==> src/logic/samplePkg.sv <==
`default_nettype none

package samplePkg;

    localparam int adcWidth    = 14;
    localparam int sampleWidth = 18;
    localparam int dacWidth    = 14;
    localparam int numDacs     = 3;

    // Raw converter words are offset binary
    typedef logic [adcWidth-1:0] adcWord_t;
    typedef logic [dacWidth-1:0] dacCode_t;

    // Internal samples are two's complement
    typedef logic signed [sampleWidth-1:0] sample_t;

    // Monitor source per DAC channel
    typedef enum logic [1:0] {
        srcAdc  = 2'd0,    // Reclocked ADC sample
        srcTest = 2'd1     // Programmable test level
    } dacSrc_t;

endpackage

`default_nettype wire

==> src/logic/busMapPkg.sv <==
`default_nettype none

package busMapPkg;

    // ******************************
    // Bus geometry
    localparam int wbAddrWidth = 4;    // Word address
    localparam int wbDataWidth = 32;
    localparam int wbSelWidth  = 4;    // One strobe per byte lane

    typedef logic [wbAddrWidth-1:0] wbAddr_t;
    typedef logic [wbDataWidth-1:0] wbData_t;
    typedef logic [wbSelWidth-1:0]  wbSel_t;

    localparam int versionNumber = 613;

    // ******************************
    // Register word addresses
    localparam wbAddr_t regVersion   = 4'd0;   // Read only
    localparam wbAddr_t regDac0Ctrl  = 4'd1;
    localparam wbAddr_t regDac1Ctrl  = 4'd2;
    localparam wbAddr_t regDac2Ctrl  = 4'd3;
    localparam wbAddr_t regTestLevel = 4'd4;

    // Control word fields
    localparam int ctrlSrcLsb    = 0;
    localparam int ctrlSrcWidth  = 2;
    localparam int ctrlInvertBit = 4;

endpackage

`default_nettype wire
==> src/logic/dacMonitorTop.sv <==
`timescale 1ns/1ps
`default_nettype none

module dacMonitorTop
    import busMapPkg::*, samplePkg::*;
(
    input  wire logic     clk,
    input  wire logic     rstN,
    // Wishbone slave
    input  wire logic     wbCyc,
    input  wire logic     wbStb,
    input  wire logic     wbWe,
    input  wire wbAddr_t  wbAdr,
    input  wire wbSel_t   wbSel,
    input  wire wbData_t  wbDatW,
    output wbData_t       wbDatR,
    output logic          wbAck,
    // Converters
    input  wire adcWord_t adc0,
    output dacCode_t      dac0D,
    output dacCode_t      dac1D,
    output dacCode_t      dac2D
);

    dacSrc_t             dacSrc [numDacs];
    logic [numDacs-1:0]  dacInvert;
    sample_t             testLevel;
    sample_t             sample;     // ADC sample, two cycles after the pins
    sample_t             selected [numDacs];

    // ******************************
    // Register space
    wbRegFile regFile (
        .clk       (clk),
        .rstN      (rstN),
        .wbCyc     (wbCyc),
        .wbStb     (wbStb),
        .wbWe      (wbWe),
        .wbAdr     (wbAdr),
        .wbSel     (wbSel),
        .wbDatW    (wbDatW),
        .wbDatR    (wbDatR),
        .wbAck     (wbAck),
        .dacSrc    (dacSrc),
        .dacInvert (dacInvert),
        .testLevel (testLevel)
    );

    // ******************************
    // Sample path
    adcReclock reclock (
        .clk    (clk),
        .rstN   (rstN),
        .adc0   (adc0),
        .sample (sample)
    );

    dacSourceSelect sourceSelect (
        .clk       (clk),
        .rstN      (rstN),
        .sample    (sample),
        .testLevel (testLevel),
        .dacSrc    (dacSrc),
        .selected  (selected)
    );

    // One formatter per monitor DAC
    dacFormat format0 (
        .clk      (clk),
        .rstN     (rstN),
        .selected (selected[0]),
        .invert   (dacInvert[0]),
        .dacCode  (dac0D)
    );

    dacFormat format1 (
        .clk      (clk),
        .rstN     (rstN),
        .selected (selected[1]),
        .invert   (dacInvert[1]),
        .dacCode  (dac1D)
    );

    dacFormat format2 (
        .clk      (clk),
        .rstN     (rstN),
        .selected (selected[2]),
        .invert   (dacInvert[2]),
        .dacCode  (dac2D)
    );

endmodule

`default_nettype wire

==> src/logic/dacFormat.sv <==
`timescale 1ns/1ps
`default_nettype none

module dacFormat
    import samplePkg::*;
(
    input  wire logic    clk,
    input  wire logic    rstN,
    input  wire sample_t selected,
    input  wire logic    invert,
    output dacCode_t     dacCode
);

    logic    isMostNeg;
    sample_t shaped;

    assign isMostNeg = selected[sampleWidth-1] && !(|selected[sampleWidth-2:0]);

    // Negation would wrap on the most negative value
    always_comb begin
        if (!invert) begin
            shaped = selected;
        end else if (isMostNeg) begin
            shaped = {1'b0, {(sampleWidth-1){1'b1}}};   // Clip to full scale
        end else begin
            shaped = -selected;
        end
    end

    // Keep the top bits, flip the sign back to offset binary
    always_ff @(posedge clk or negedge rstN) begin
        if (!rstN) begin
            dacCode <= '0;
        end else begin
            dacCode <= {~shaped[sampleWidth-1], shaped[sampleWidth-2 -: dacWidth-1]};
        end
    end

endmodule

`default_nettype wire

==> src/logic/dacSourceSelect.sv <==
`timescale 1ns/1ps
`default_nettype none

module dacSourceSelect
    import samplePkg::*;
(
    input  wire logic    clk,
    input  wire logic    rstN,
    input  wire sample_t sample,
    input  wire sample_t testLevel,
    input  wire dacSrc_t dacSrc [numDacs],
    output sample_t      selected [numDacs]
);

    // ******************************
    // Per channel source mux
    always_ff @(posedge clk or negedge rstN) begin
        if (!rstN) begin
            for (int i = 0; i < numDacs; i++) begin
                selected[i] <= '0;
            end
        end else begin
            for (int i = 0; i < numDacs; i++) begin
                case (dacSrc[i])
                    srcTest: selected[i] <= testLevel;
                    default: selected[i] <= sample;    // Reserved codes follow the ADC
                endcase
            end
        end
    end

endmodule

`default_nettype wire

==> src/logic/adcReclock.sv <==
`timescale 1ns/1ps
`default_nettype none

module adcReclock
    import samplePkg::*;
(
    input  wire logic     clk,
    input  wire logic     rstN,
    input  wire adcWord_t adc0,
    output sample_t       sample
);

    adcWord_t adcReg;    // Pin register

    // Offset binary to two's complement, then left justify into the sample width
    always_ff @(posedge clk or negedge rstN) begin
        if (!rstN) begin
            adcReg <= '0;
            sample <= '0;
        end else begin
            adcReg <= adc0;
            sample <= sample_t'({
                ~adcReg[adcWidth-1],
                adcReg[adcWidth-2:0],
                {(sampleWidth-adcWidth){1'b0}}
            });
        end
    end

endmodule

`default_nettype wire

==> src/logic/wbRegFile.sv <==
`timescale 1ns/1ps
`default_nettype none

module wbRegFile
    import busMapPkg::*, samplePkg::*;
(
    input  wire logic     clk,
    input  wire logic     rstN,
    input  wire logic     wbCyc,
    input  wire logic     wbStb,
    input  wire logic     wbWe,
    input  wire wbAddr_t  wbAdr,
    input  wire wbSel_t   wbSel,
    input  wire wbData_t  wbDatW,
    output wbData_t       wbDatR,
    output logic          wbAck,
    output dacSrc_t       dacSrc [numDacs],
    output logic [numDacs-1:0] dacInvert,
    output sample_t       testLevel
);

    logic    accessStart;
    wbData_t readWord;
    wbData_t ctrlMerged [numDacs];
    wbData_t levelMerged;

    // Replace only the enabled byte lanes
    function automatic wbData_t laneMerge(wbData_t oldWord, wbData_t newWord, wbSel_t sel);
        wbData_t merged;
        merged = oldWord;
        for (int b = 0; b < wbSelWidth; b++) begin
            if (sel[b]) begin
                merged[8*b +: 8] = newWord[8*b +: 8];
            end
        end
        return merged;
    endfunction

    // Unused control bits read back as zero
    function automatic wbData_t ctrlWord(dacSrc_t src, logic inv);
        wbData_t word;
        word = '0;
        word[ctrlSrcLsb +: ctrlSrcWidth] = src;
        word[ctrlInvertBit] = inv;
        return word;
    endfunction

    // ******************************
    // Bus handshake
    assign accessStart = wbCyc && wbStb && !wbAck;   // One ack per strobe

    always_comb begin
        for (int i = 0; i < numDacs; i++) begin
            ctrlMerged[i] = laneMerge(ctrlWord(dacSrc[i], dacInvert[i]), wbDatW, wbSel);
        end
        levelMerged = laneMerge({{(wbDataWidth-sampleWidth){1'b0}}, testLevel}, wbDatW, wbSel);
    end

    // ******************************
    // Writable registers
    always_ff @(posedge clk or negedge rstN) begin
        if (!rstN) begin
            wbAck     <= 1'b0;
            dacInvert <= '0;
            testLevel <= '0;
            for (int i = 0; i < numDacs; i++) begin
                dacSrc[i] <= srcAdc;
            end
        end else begin
            wbAck <= accessStart;
            if (accessStart && wbWe) begin
                for (int i = 0; i < numDacs; i++) begin
                    if (wbAdr == wbAddr_t'(regDac0Ctrl + i)) begin
                        dacSrc[i]    <= dacSrc_t'(ctrlMerged[i][ctrlSrcLsb +: ctrlSrcWidth]);
                        dacInvert[i] <= ctrlMerged[i][ctrlInvertBit];
                    end
                end
                if (wbAdr == regTestLevel) begin
                    testLevel <= sample_t'(levelMerged[sampleWidth-1:0]);
                end
            end
        end
    end

    // Read decode
    always_comb begin
        case (wbAdr)
            regVersion:   readWord = wbData_t'(versionNumber);
            regDac0Ctrl:  readWord = ctrlWord(dacSrc[0], dacInvert[0]);
            regDac1Ctrl:  readWord = ctrlWord(dacSrc[1], dacInvert[1]);
            regDac2Ctrl:  readWord = ctrlWord(dacSrc[2], dacInvert[2]);
            regTestLevel: readWord = {{(wbDataWidth-sampleWidth){1'b0}}, testLevel};
            default:      readWord = '0;                 // Unmapped
        endcase
    end

    // Read data is held for the ack cycle
    always_ff @(posedge clk or negedge rstN) begin
        if (!rstN) begin
            wbDatR <= '0;
        end else if (accessStart) begin
            wbDatR <= readWord;
        end
    end

endmodule

`default_nettype wire

==> config.mk <==
export PLATFORM = sky130hd
export DESIGN_NAME = dacMonitorTop
export DESIGN_NICKNAME = d
export VERILOG_FILES = /design/src/logic/samplePkg.sv /design/src/logic/busMapPkg.sv /design/src/logic/dacMonitorTop.sv /design/src/logic/dacFormat.sv /design/src/logic/dacSourceSelect.sv /design/src/logic/adcReclock.sv /design/src/logic/wbRegFile.sv
export SDC_FILE = /design/constraint.sdc
export NUM_CORES = 1
export LEC_CHECK = 0
export ABC_CLOCK_PERIOD_IN_PS = 3000
export BUFFER_PORTS_ARGS = -buffer_cell sky130_fd_sc_hd__buf_2
export CAP_MARGIN = 5
export CORE_MARGIN = 5
export CORE_UTILIZATION = 55
export DETAILED_ROUTE_END_ITERATION = 10
export PLACE_DENSITY_LB_ADDON = 0.25
export REMOVE_ABC_BUFFERS = 1
export SLEW_MARGIN = 20
export SYNTH_ARGS = -nofsm -noshare
export SYNTH_HDL_FRONTEND = slang
export SYNTH_SLANG_ARGS = --single-unit
==> constraint.sdc <==
create_clock -name clk -period 3 [get_ports clk]
set_clock_uncertainty 0.05 [all_clocks]
set_input_delay 0.6 -clock clk [delete_from_list [all_inputs] [get_ports clk]]
set_output_delay 0.6 -clock clk [all_outputs]
set_load 0.02 [all_outputs]
After elaboration in Yosys (flattened, before gate mapping):

Cells that the tools add are included.

* bits in registers: 184
* latch bits: 0
* memory bits (writable): 0
* memory bits (read-only): 0
* input port bits: 59
* output and inout bits: 75
* logic and storage cells: 63
* memories: 0

* add/sub/neg operators: 3
* multiply operators: 0
* divide/modulo/power cells: 0
* order comparisons: 0
* eq/ne operators: 7
* shift-type cells: 0
* multiplexer cells: 10
* bitwise logic cells: 4
* reductions and logical operators: 20

Operators by type and width (count)
* 2-to-1 mux 18 bit: 9
* one-hot mux 18 bit (5 select lines): 1
* negator 18 bit: 3
* OR reduction 17 bit: 3
* AND reduction 3 bit: 6
* == test 4 x 2 -> 1 bit (second input constant): 2
* == test 2 x 1 -> 1 bit (second input constant): 3
* logical AND 1 bit: 6
* == test 4 x 1 -> 1 bit (second input constant): 1
* == test 4 x 3 -> 1 bit (second input constant): 1
* zero test 1 bit: 4
* zero test 4 bit: 1
* inverter 1 bit: 4

Logic depth before layout (Yosys ltp):

Gate-level depths: netlist of run 1.

* depth after elaboration: 6
* mapped depth: 10
* mapped depth without buffers: 8

Cells and area by module:

Synthesis of run 1 repeated with hierarchy kept, for this count alone.

* cells, all modules: 533
* area total of the unflattened synthesis: 7263.2 µm²

By module, submodules not included
* dacSourceSelect: times used 1, cells an instance 117, area an instance 2207.1 µm², seq. area each 1351.3 µm²
* wbRegFile: times used 1, cells an instance 152, area an instance 1988.2 µm², seq. area each 1151.1 µm²
* dacFormat (format0 ...): times used 2, cells an instance 77, area an instance 787.0 µm², seq. area each 350.3 µm²
* dacFormat (format2): times used 1, cells an instance 76, area an instance 755.7 µm², seq. area each 350.3 µm²
* adcReclock: times used 1, cells an instance 34, area an instance 738.2 µm², seq. area each 700.7 µm²

Least setup slack after synthesis of run 1:

OpenSTA, ideal clock, no wires.

* path type: register to register
* start: register sourceSelect.selected[20] (netlist bit)
* end: register format1.dacCode[11]
* setup time: 79 ps
* arrival time: 2324 ps
* data required time: 2871 ps
* path slack: 546 ps
* stages on the path, launching flop included: 11
* path buffers: 3
* period minus slack after synthesis: 2454 ps
* cell sequence: dfrtp_1 > or4_4 > buf_6 > or3_4 > buf_6 > nor2_1 > ha_1 > nand3_1 > clkbuf_1 > and2_1 > mux2i_1

* cells in the longest elaborated chain, start to end: 5
* elaborated cells on any way between the ends: 6
* those cells by class: add/sub (1); mux (2); reduce/logical (3)

Ends and longest elaborated chain
* from (decl): line dacSourceSelect.sv:12 `output sample_t selected [numDacs]`
* from (signal, indexed assignment): line dacSourceSelect.sv:25 `srcTest: selected[i] <= testLevel;`
* from (signal, indexed assignment): line dacSourceSelect.sv:26 `default: selected[i] <= sample;`
* branches (longest 3 deep; another with negator 18 bit)
* 2-to-1 mux 18 bit (*): line dacFormat.sv:23 `end else if (isMostNeg) begin`
* 2-to-1 mux 18 bit (*): line dacFormat.sv:21 `if (!invert) begin`
* net format1.shaped[15]: line dacFormat.sv:15 `sample_t shaped;`
* to (signal assigned): line dacFormat.sv:35 `dacCode <= {~shaped[sampleWidth-1], shaped[sampleWidth-2 -: dacWidth-1]};`
* to (decl): line dacFormat.sv:11 `output dacCode_t dacCode`

Mark *: on every way through the listed nets, which the timed path passes.
A chain may end at the register's enable or synchronous reset.

Worst setup path after layout of run 1:

* start: register sourceSelect.selected[42] (netlist bit)
* end: register format0.dacCode[12]

* cells in the longest elaborated chain, start to end: 5
* elaborated cells on any way between the ends: 6
* those cells by class: add/sub (1); mux (2); reduce/logical (3)

Ends and longest elaborated chain (line)
* branches (longest 3 deep; another with negator 18 bit)
* 2-to-1 mux 18 bit (*): dacFormat.sv:23
* 2-to-1 mux 18 bit (*): dacFormat.sv:21
* net format0.shaped[16]: dacFormat.sv:15
* to (signal assigned): dacFormat.sv:35
* to (decl): dacFormat.sv:11

Marks and branches as above.

==> results by group, run 1 <==
Run status
  • Status: completed

Setup path
  • Kind of critical path: register to register
  • Worst path max stage delay: slightly below 0.7 ns
  • Length in cells of the worst reg-to-reg path: 6
  • Critical Path RT: approximately 3.3 ns
  • Reg2reg end: format0.dacCode[12]
  • CP startpoint kind: register
  • Crit path cell chain: or4_1 -> or3_1 -> nor2_1 -> ha_1 -> nand3_1 -> o211ai_1
  • Critical Path AT: slightly below 3 ns
  • R2R Setup Slk: between 0.3 and 0.4 ns
  • Worst reg2reg path startpoint: sourceSelect.selected[42]
  • CP Max Fanout: 13
  • Crit end category: register
  • Crit path max-delay cell type: or4_1

Finish
  • Antenna diode count: 0
  • Nets: around 800
  • Fin cells: just over 900
  • Filler instances: around 970
  • Sequential cell area: ~4300 um2
  • Fraction of layout cells with a size suffix above 1: 0.247
  • Final core occ: 0.655
  • Multi-input combinational cell area: roughly 2400 um2
  • Layout area overhead: 17.8%

Job
  • Max Cap Violations: 0

GRT
  • Gr usage total: 0.213
  • First-pass GRT wire length: approximately 24 mm
  • Vias in the first global route: around 4800
  • Grt ovf: 0
  • Largest net degree at the start of global routing: 66
  • Initial antenna violation count: 0

STA
  • Worst-Margin Slew: 1.13 ns
  • Endpoints failing setup: 0
  • Pins over their slew limit: 0
  • RSZ-0062 raised after global routing: no
  • Setup TNS: 0 ns
  • Period utilization: 0.891
  • Max Freq: between 0.3 and 0.4 GHz
  • Max_slew headroom: 0.244
  • Minimum clock period: around 2.7 ns
  • Final Hold Viols: 0

CTS
  • CTS Buffer Depth: 2
  • CTS tree: built
  • H-tree levels: 4
  • CTS Hold Buffers Added: 0
  • Clock root buffer master: clkbuf_16
  • CTS buffer count: 17
  • # clock sinks: 170
  • Post-CTS setup buffers: 0
  • Clk pin slew, worst setup/hold paths: 0.06 ns
  • Post-cts resize count: 0
  • Clk Latency, worst-skew pair: ~0.43 ns

Hold path
  • Worst min-delay path category: input port to asynchronous set/reset pin

Floorplan
  • Io pins: 134
  • Core Area: 12500 um2
  • Die Span X: around 120 um
  • Die area: ~15000 um2
  • Rows: 41
  • Die Y: about 120 um
  • Initial Util: 0.556

Power
  • Switching share of power: 0.252
  • Peak supply drop: between 0.3 and 0.4 mV
  • Seq pwr share: 0.491
  • Clock power share: 0.406
  • Pwr Density: about 640 nW/um2
  • Int Power: between 3 and 4 mW
  • Sw power: 1.32 mW
  • Combinational share of power: 0.103
  • Leak Pwr: between 4 and 5 nW

Logic synthesis
  • Post-synth top area share: 0.614
  • Post-synth top area cell: dfrtp_1
  • Commonest cells in the netlist: dfrtp_1, nand2_1, clkbuf_1
  • Cell Area, Synth: between 6000 and 7000 um2
  • Seq cells post-synth: 170
  • Syn Area/Cell: between 10 and 15 um2
  • Netlist cell types: 43
  • Synth area leaders: dfrtp_1, nand2_1, mux2_2, xor2_1, a22o_1
  • EDFF count, synth: 0
  • Most numerous cell in the Yosys netlist: dfrtp_1
  • Register area share after synthesis: 0.614
  • Most used flip-flop cell after synthesis: dfrtp_1
  • Yosys warning total: 0
  • Mapped Cells: 622
  • Post-synth ARST share: 1.00

Drt
  • Top sig layer: met4
  • TritonRoute pass-1 iters: 5
  • Wire length on met1: ~6.5 mm
  • Routed length per instance: approximately 16 um
  • Via-to-Cell Ratio: 5.39
  • DRT Wirelength: 14.7 mm
  • Met2 wire length: about 6.8 mm
  • Iteration-0 DRC Markers: between 300 and 400
  • DRC Markers: 0
  • Routed Antenna Nets: 0
  • Vias: 4904
  • Met3 WL: 1.08 mm

Placed design
  • Port Buffers: roughly 100
  • Hpwl dp: ~11 mm
  • RD Place Congestion: 0.854
  • Placed Cells: 877
cells in the final DEF (no fill, tap or decap), types with 4 or more instances in the layout:
cell,netlist,layout
xor2_1,24,24
buf_2,0,103
conb_1,1,14
a22o_1,14,14
inv_1,10,10
o31ai_1,15,15
nor3_1,6,6
and3_1,9,9
dfrtp_1,170,170
buf_4,14,10
o41ai_1,11,11
o21ai_0,14,14
a21oi_1,7,7
or2_2,4,4
or3_1,4,4
clkbuf_16,0,17
and2_1,18,18
clkinv_2,0,4
or4_1,9,9
nor2b_1,10,9
mux2_2,27,27
nand3_1,8,8
nand2_1,162,162
mux2i_1,9,9
nor2_1,15,15
routing by layer:
metal / global-route usage / vias up
met5: 0 / -
met4: 0.0861 / 0
met3: 0.0512 / 33
met2: 0.324 / 210
met1: 0.299 / 2373
li1: - / 2288
stage by stage:
stage	setup WS, ns	hold WS (ns)	area (um2)	power [mW]
floorplan	0.518	0.254	6740	2.89
global placement	0.447	0.282	7570	3.12
detailed placement	0.357	0.286	7570	3.14
CTS	0.333	0.119	8160	5.26
global route	0.223	0.150	8160	5.43
finish	0.327	0.105	8160	5.22
critical path: cells and delay by family, from the launching register on:
family	cells	cell delay (ns)
AO/OA/AOI/OAI	1	0.27
AND/OR/NAND/NOR	4	1.66
flip-flops	1	0.41
adder cells (fa/ha/maj)	1	0.19
final cells by class:
class | instances | area share
clock inverter | 11 | 0.0149
inverter | 10 | 0.00460
sequential | 170 | 0.521
clock buffer | 21 | 0.0564
multi-input combinational | 410 | 0.300
tap | 172 | 0.0264
timing repair buffer | 115 | 0.0762
power groups by stage:
stage / combinational (mW) / sequential, mW / clock [mW]
floorplan: 0.230 / 2.66 / 0
detailed placement: 0.542 / 2.60 / 0
global placement: 0.528 / 2.59 / 0
CTS: 0.545 / 2.56 / 2.15
finish: 0.538 / 2.56 / 2.12
global route: 0.597 / 2.58 / 2.25
cell families (layout without fill, tap and decap cells):
| group | Yosys count | after routing | share of synthesized area |
|---|---|---|---|
| AOI/OAI and AO/OA | 77 | 77 | 0.0838 |
| xor gates and xnor gates | 24 | 24 | 0.0304 |
| adders and majority gates | 3 | 3 | 0.00542 |
| buffers and inverters | 55 | 157 | 0.0396 |
| DFF | 170 | 170 | 0.614 |
| muxes | 36 | 36 | 0.0569 |
| other | 1 | 14 | 0.000541 |
| and+or+nand+nor | 256 | 256 | 0.169 |
worst max-delay path by stage:
stage,start,endpoint,slack [ns]
final,sourceSelect.selected[42],format0.dacCode[12],0.33
after global routing,sourceSelect.selected[42],format0.dacCode[12],0.22
after CTS,sourceSelect.selected[42],format0.dacCode[12],0.33
after detailed placement,sourceSelect.selected[42],format0.dacCode[12],0.36
after global placement,sourceSelect.selected[42],format0.dacCode[12],0.45
after floorplan,sourceSelect.selected[3],format2.dacCode[10],0.52
flip-flops by register name, summed over array words and instances, names as in the netlist, 6 cells and up:
name / count
format2.dacCode: 14
format1.dacCode: 14
regFile.wbDatR: 18
reclock.adcReg: 14
regFile.dacSrc: 6
reclock.sample: 14
sourceSelect.selected: 54
format0.dacCode: 14
regFile.testLevel: 18
Power figures use the tool's default switching activity.
==> run 2, diff against run 1 <==
--- a/config.mk
+++ b/config.mk
@@ -11,8 +11,8 @@
 export CORE_MARGIN = 5
 export CORE_UTILIZATION = 55
 export DETAILED_ROUTE_END_ITERATION = 10
+export GPL_TIMING_DRIVEN = 0
 export PLACE_DENSITY_LB_ADDON = 0.25
-export REMOVE_ABC_BUFFERS = 1
 export SLEW_MARGIN = 20
 export SYNTH_ARGS = -nofsm -noshare
 export SYNTH_HDL_FRONTEND = slang
==> run 2 against run 1 <==
Compared with the run above: critical path depth increased by 4; sequential share of layout area decreased by 1.2 points; register-to-register slack got worse by 0.08 ns; highest routed layer unchanged; combinational power increased by 5.8%; sequential power about the same; worst setup slack got worse by 0.076 ns; critical path type unchanged; via count decreased by 0.20%; global-route usage increased by 0.72 points; count of clock-buffer cells in the layout decreased by 4; cell count increased by 3.7%; sequential cell count unchanged; clock power about the same.
==> results by group, run 2 (synthesized netlist as in run 1, its figures left out) <==
Finish
  • Fin cells: approximately 940
  • Sequential cell area: about 4300 um2
  • Filler instances: roughly 930
  • Nets: 820
  • Layout area overhead: 20.5%
  • Commonest non-fill, non-tap cell in the layout: dfrtp_1
  • Fraction of layout cells with a size suffix above 1: 0.245
  • Top reg by flops: sourceSelect.selected
  • Commonest cells after routing, fill and taps aside: dfrtp_1, nand2_1, buf_2, clkbuf_1, mux2_2
  • Largest register FFs: between 50 and 60
  • Biggest regs: sourceSelect.selected: 54 flops, regFile.testLevel: 18 flops, regFile.wbDatR: 18 flops
  • Multi-input combinational cell area: around 2500 um2
  • Antenna diode count: 0

Run status
  • Status: completed

Power
  • Pwr Density: between 600 and 700 nW/um2
  • Leak Pwr: around 4.2 nW
  • Total power: 5.26 mW
  • Peak supply drop: 0.396 mV

CTS
  • Clock root buffer master: clkbuf_16
  • Post-CTS setup buffers: 0
  • H-tree levels: 4
  • CTS Hold Buffers Added: 0
  • CTS tree: built
  • CTS Buffer Depth: 2
  • CTS buffer count: 17
  • Clk Latency, worst-skew pair: 0.43 ns
  • Clk pin slew, worst setup/hold paths: approximately 0.07 ns
  • # clock sinks: 170

Placed design
  • Hpwl dp: ~11 mm
  • Pre-CTS worst setup slack: approximately 0.084 ns
  • Port Buffers: between 100 and 150
  • Placed Cells: 911
  • RD Place Congestion: approximately 0.90

Drt
  • DRC Markers: 0
  • Routed Antenna Nets: 0
  • Routed length per instance: roughly 16 um
  • Via-to-Cell Ratio: approximately 5.2
  • Iteration-0 DRC Markers: about 290
  • Vias: just under 5000
  • DRT Wirelength: 15.1 mm
  • TritonRoute pass-1 iters: 4

Setup path
  • CP Max Fanout: 10
  • Kind of critical path: register to register
  • Critical Path AT: around 3 ns
  • Reg2reg end: format2.dacCode[11]
  • R2R Setup Slk: 0.25 ns
  • CP startpoint kind: register
  • Length in cells of the worst reg-to-reg path: 10
  • Critical Path RT: ~3.3 ns
  • Crit end category: register
  • Worst reg2reg path startpoint: sourceSelect.selected[7]

Floorplan
  • Io pins: around 130
  • Die Span X: roughly 120 um
  • Rows: slightly above 40
  • Die area: 14900 um2
  • Initial Util: 0.556
  • Die Y: 122 um
  • Core Area: between 10000 and 15000 um2

Job
  • Max Cap Violations: 0

STA
  • Minimum clock period: 2.75 ns
  • Setup TNS: 0 ns
  • Max_slew headroom: 0.620
  • Worst setup margin: between 0.2 and 0.3 ns
  • Worst-Margin Slew: 0.569 ns
  • Max Freq: roughly 0.36 GHz
  • Endpoints failing setup: 0
  • Pins over their slew limit: 0
  • Period utilization: 0.916
  • RSZ-0062 raised after global routing: no
  • Final Hold Viols: 0

GRT
  • Largest net degree at the start of global routing: 93
  • Grt ovf: 0
  • Initial antenna violation count: 0
  • First-pass GRT wire length: 25.3 mm
  • Vias in the first global route: between 5000 and 6000
  • Gr usage total: 0.220

Hold path
  • Worst min-delay path category: input port to asynchronous set/reset pin
run 2: cell count changes in the layout (fill, tap and decap cells not counted), moves of 2 or more:
cell / before / now
clkbuf_8: 2 / 0
inv_8: 0 / 4
clkbuf_1: 2 / 28
clkinv_8: 0 / 4
inv_6: 0 / 5
clkinvlp_4: 2 / 0
clkinv_2: 4 / 0
buf_4: 10 / 14
bufinv_16: 2 / 0
run 2: how the worst max path moves through the flow:
stage / cells past startpoint / startpoint / slack (ns) / to
after detailed placement: 10 / sourceSelect.selected[7] / 0.08 / format2.dacCode[11]
after CTS: 10 / sourceSelect.selected[7] / 0.05 / format2.dacCode[11]
final: 10 / sourceSelect.selected[7] / 0.25 / format2.dacCode[11]
after global routing: 10 / sourceSelect.selected[20] / 0.11 / format1.dacCode[11]
after global placement: 1 / rstN / -1.02 / reclock.adcReg[7]
after floorplan: 10 / sourceSelect.selected[20] / 0.55 / format1.dacCode[11]
run 2: metal layers:
metal  global-route usage  routed length [um]  up-vias
li1                     -                   -     2346
met1                0.300                6350     2332
met2                0.346                7110      190
met3               0.0571                1320       26
met4               0.0791                 293        0
met5                    0                   0        -
run 2: critical path, stage by stage (launching register included):
cell and delay (ns):
dfrtp_1 0.39, or4_1 0.53, clkbuf_1 0.18, nor3_2 0.40, nand2_1 0.09, nor2_1 0.14, ha_1 0.20, nand3_1 0.11
clkbuf_1 0.24, and2_1 0.21, mux2i_1 0.13
run 2: repair_timing:
item / CTS / global route
endpoints found under the setup margin: 0 / 1
endpoints found under the hold margin: 0 / 0
gates resized for setup: 0 / 1
run 2: metrics by stage:
stage	hold WS [ns]	area, um2	utilization
floorplan	0.254	6970	-
global placement	0.283	7700	0.618
detailed placement	0.285	7740	0.621
CTS	0.108	8340	0.669
global route	0.133	8340	0.669
finish	0.0921	8340	0.669
run 2: where the power goes:
group	internal (mW)	switching, mW
Combinational	0.210	0.359
Clock	1.12	1.02
Sequential	2.44	0.112
Total	3.78	1.49
run 2: cell type report:
class / instances / area share
flip-flops and latches: 170 / 0.510
repair buffers: 104 / 0.0663
plain buffers: 45 / 0.0283
clock inverters: 15 / 0.0205
inverters: 10 / 0.00450
multi-input cells: 410 / 0.294
clock buffers: 17 / 0.0510
well taps: 172 / 0.0258
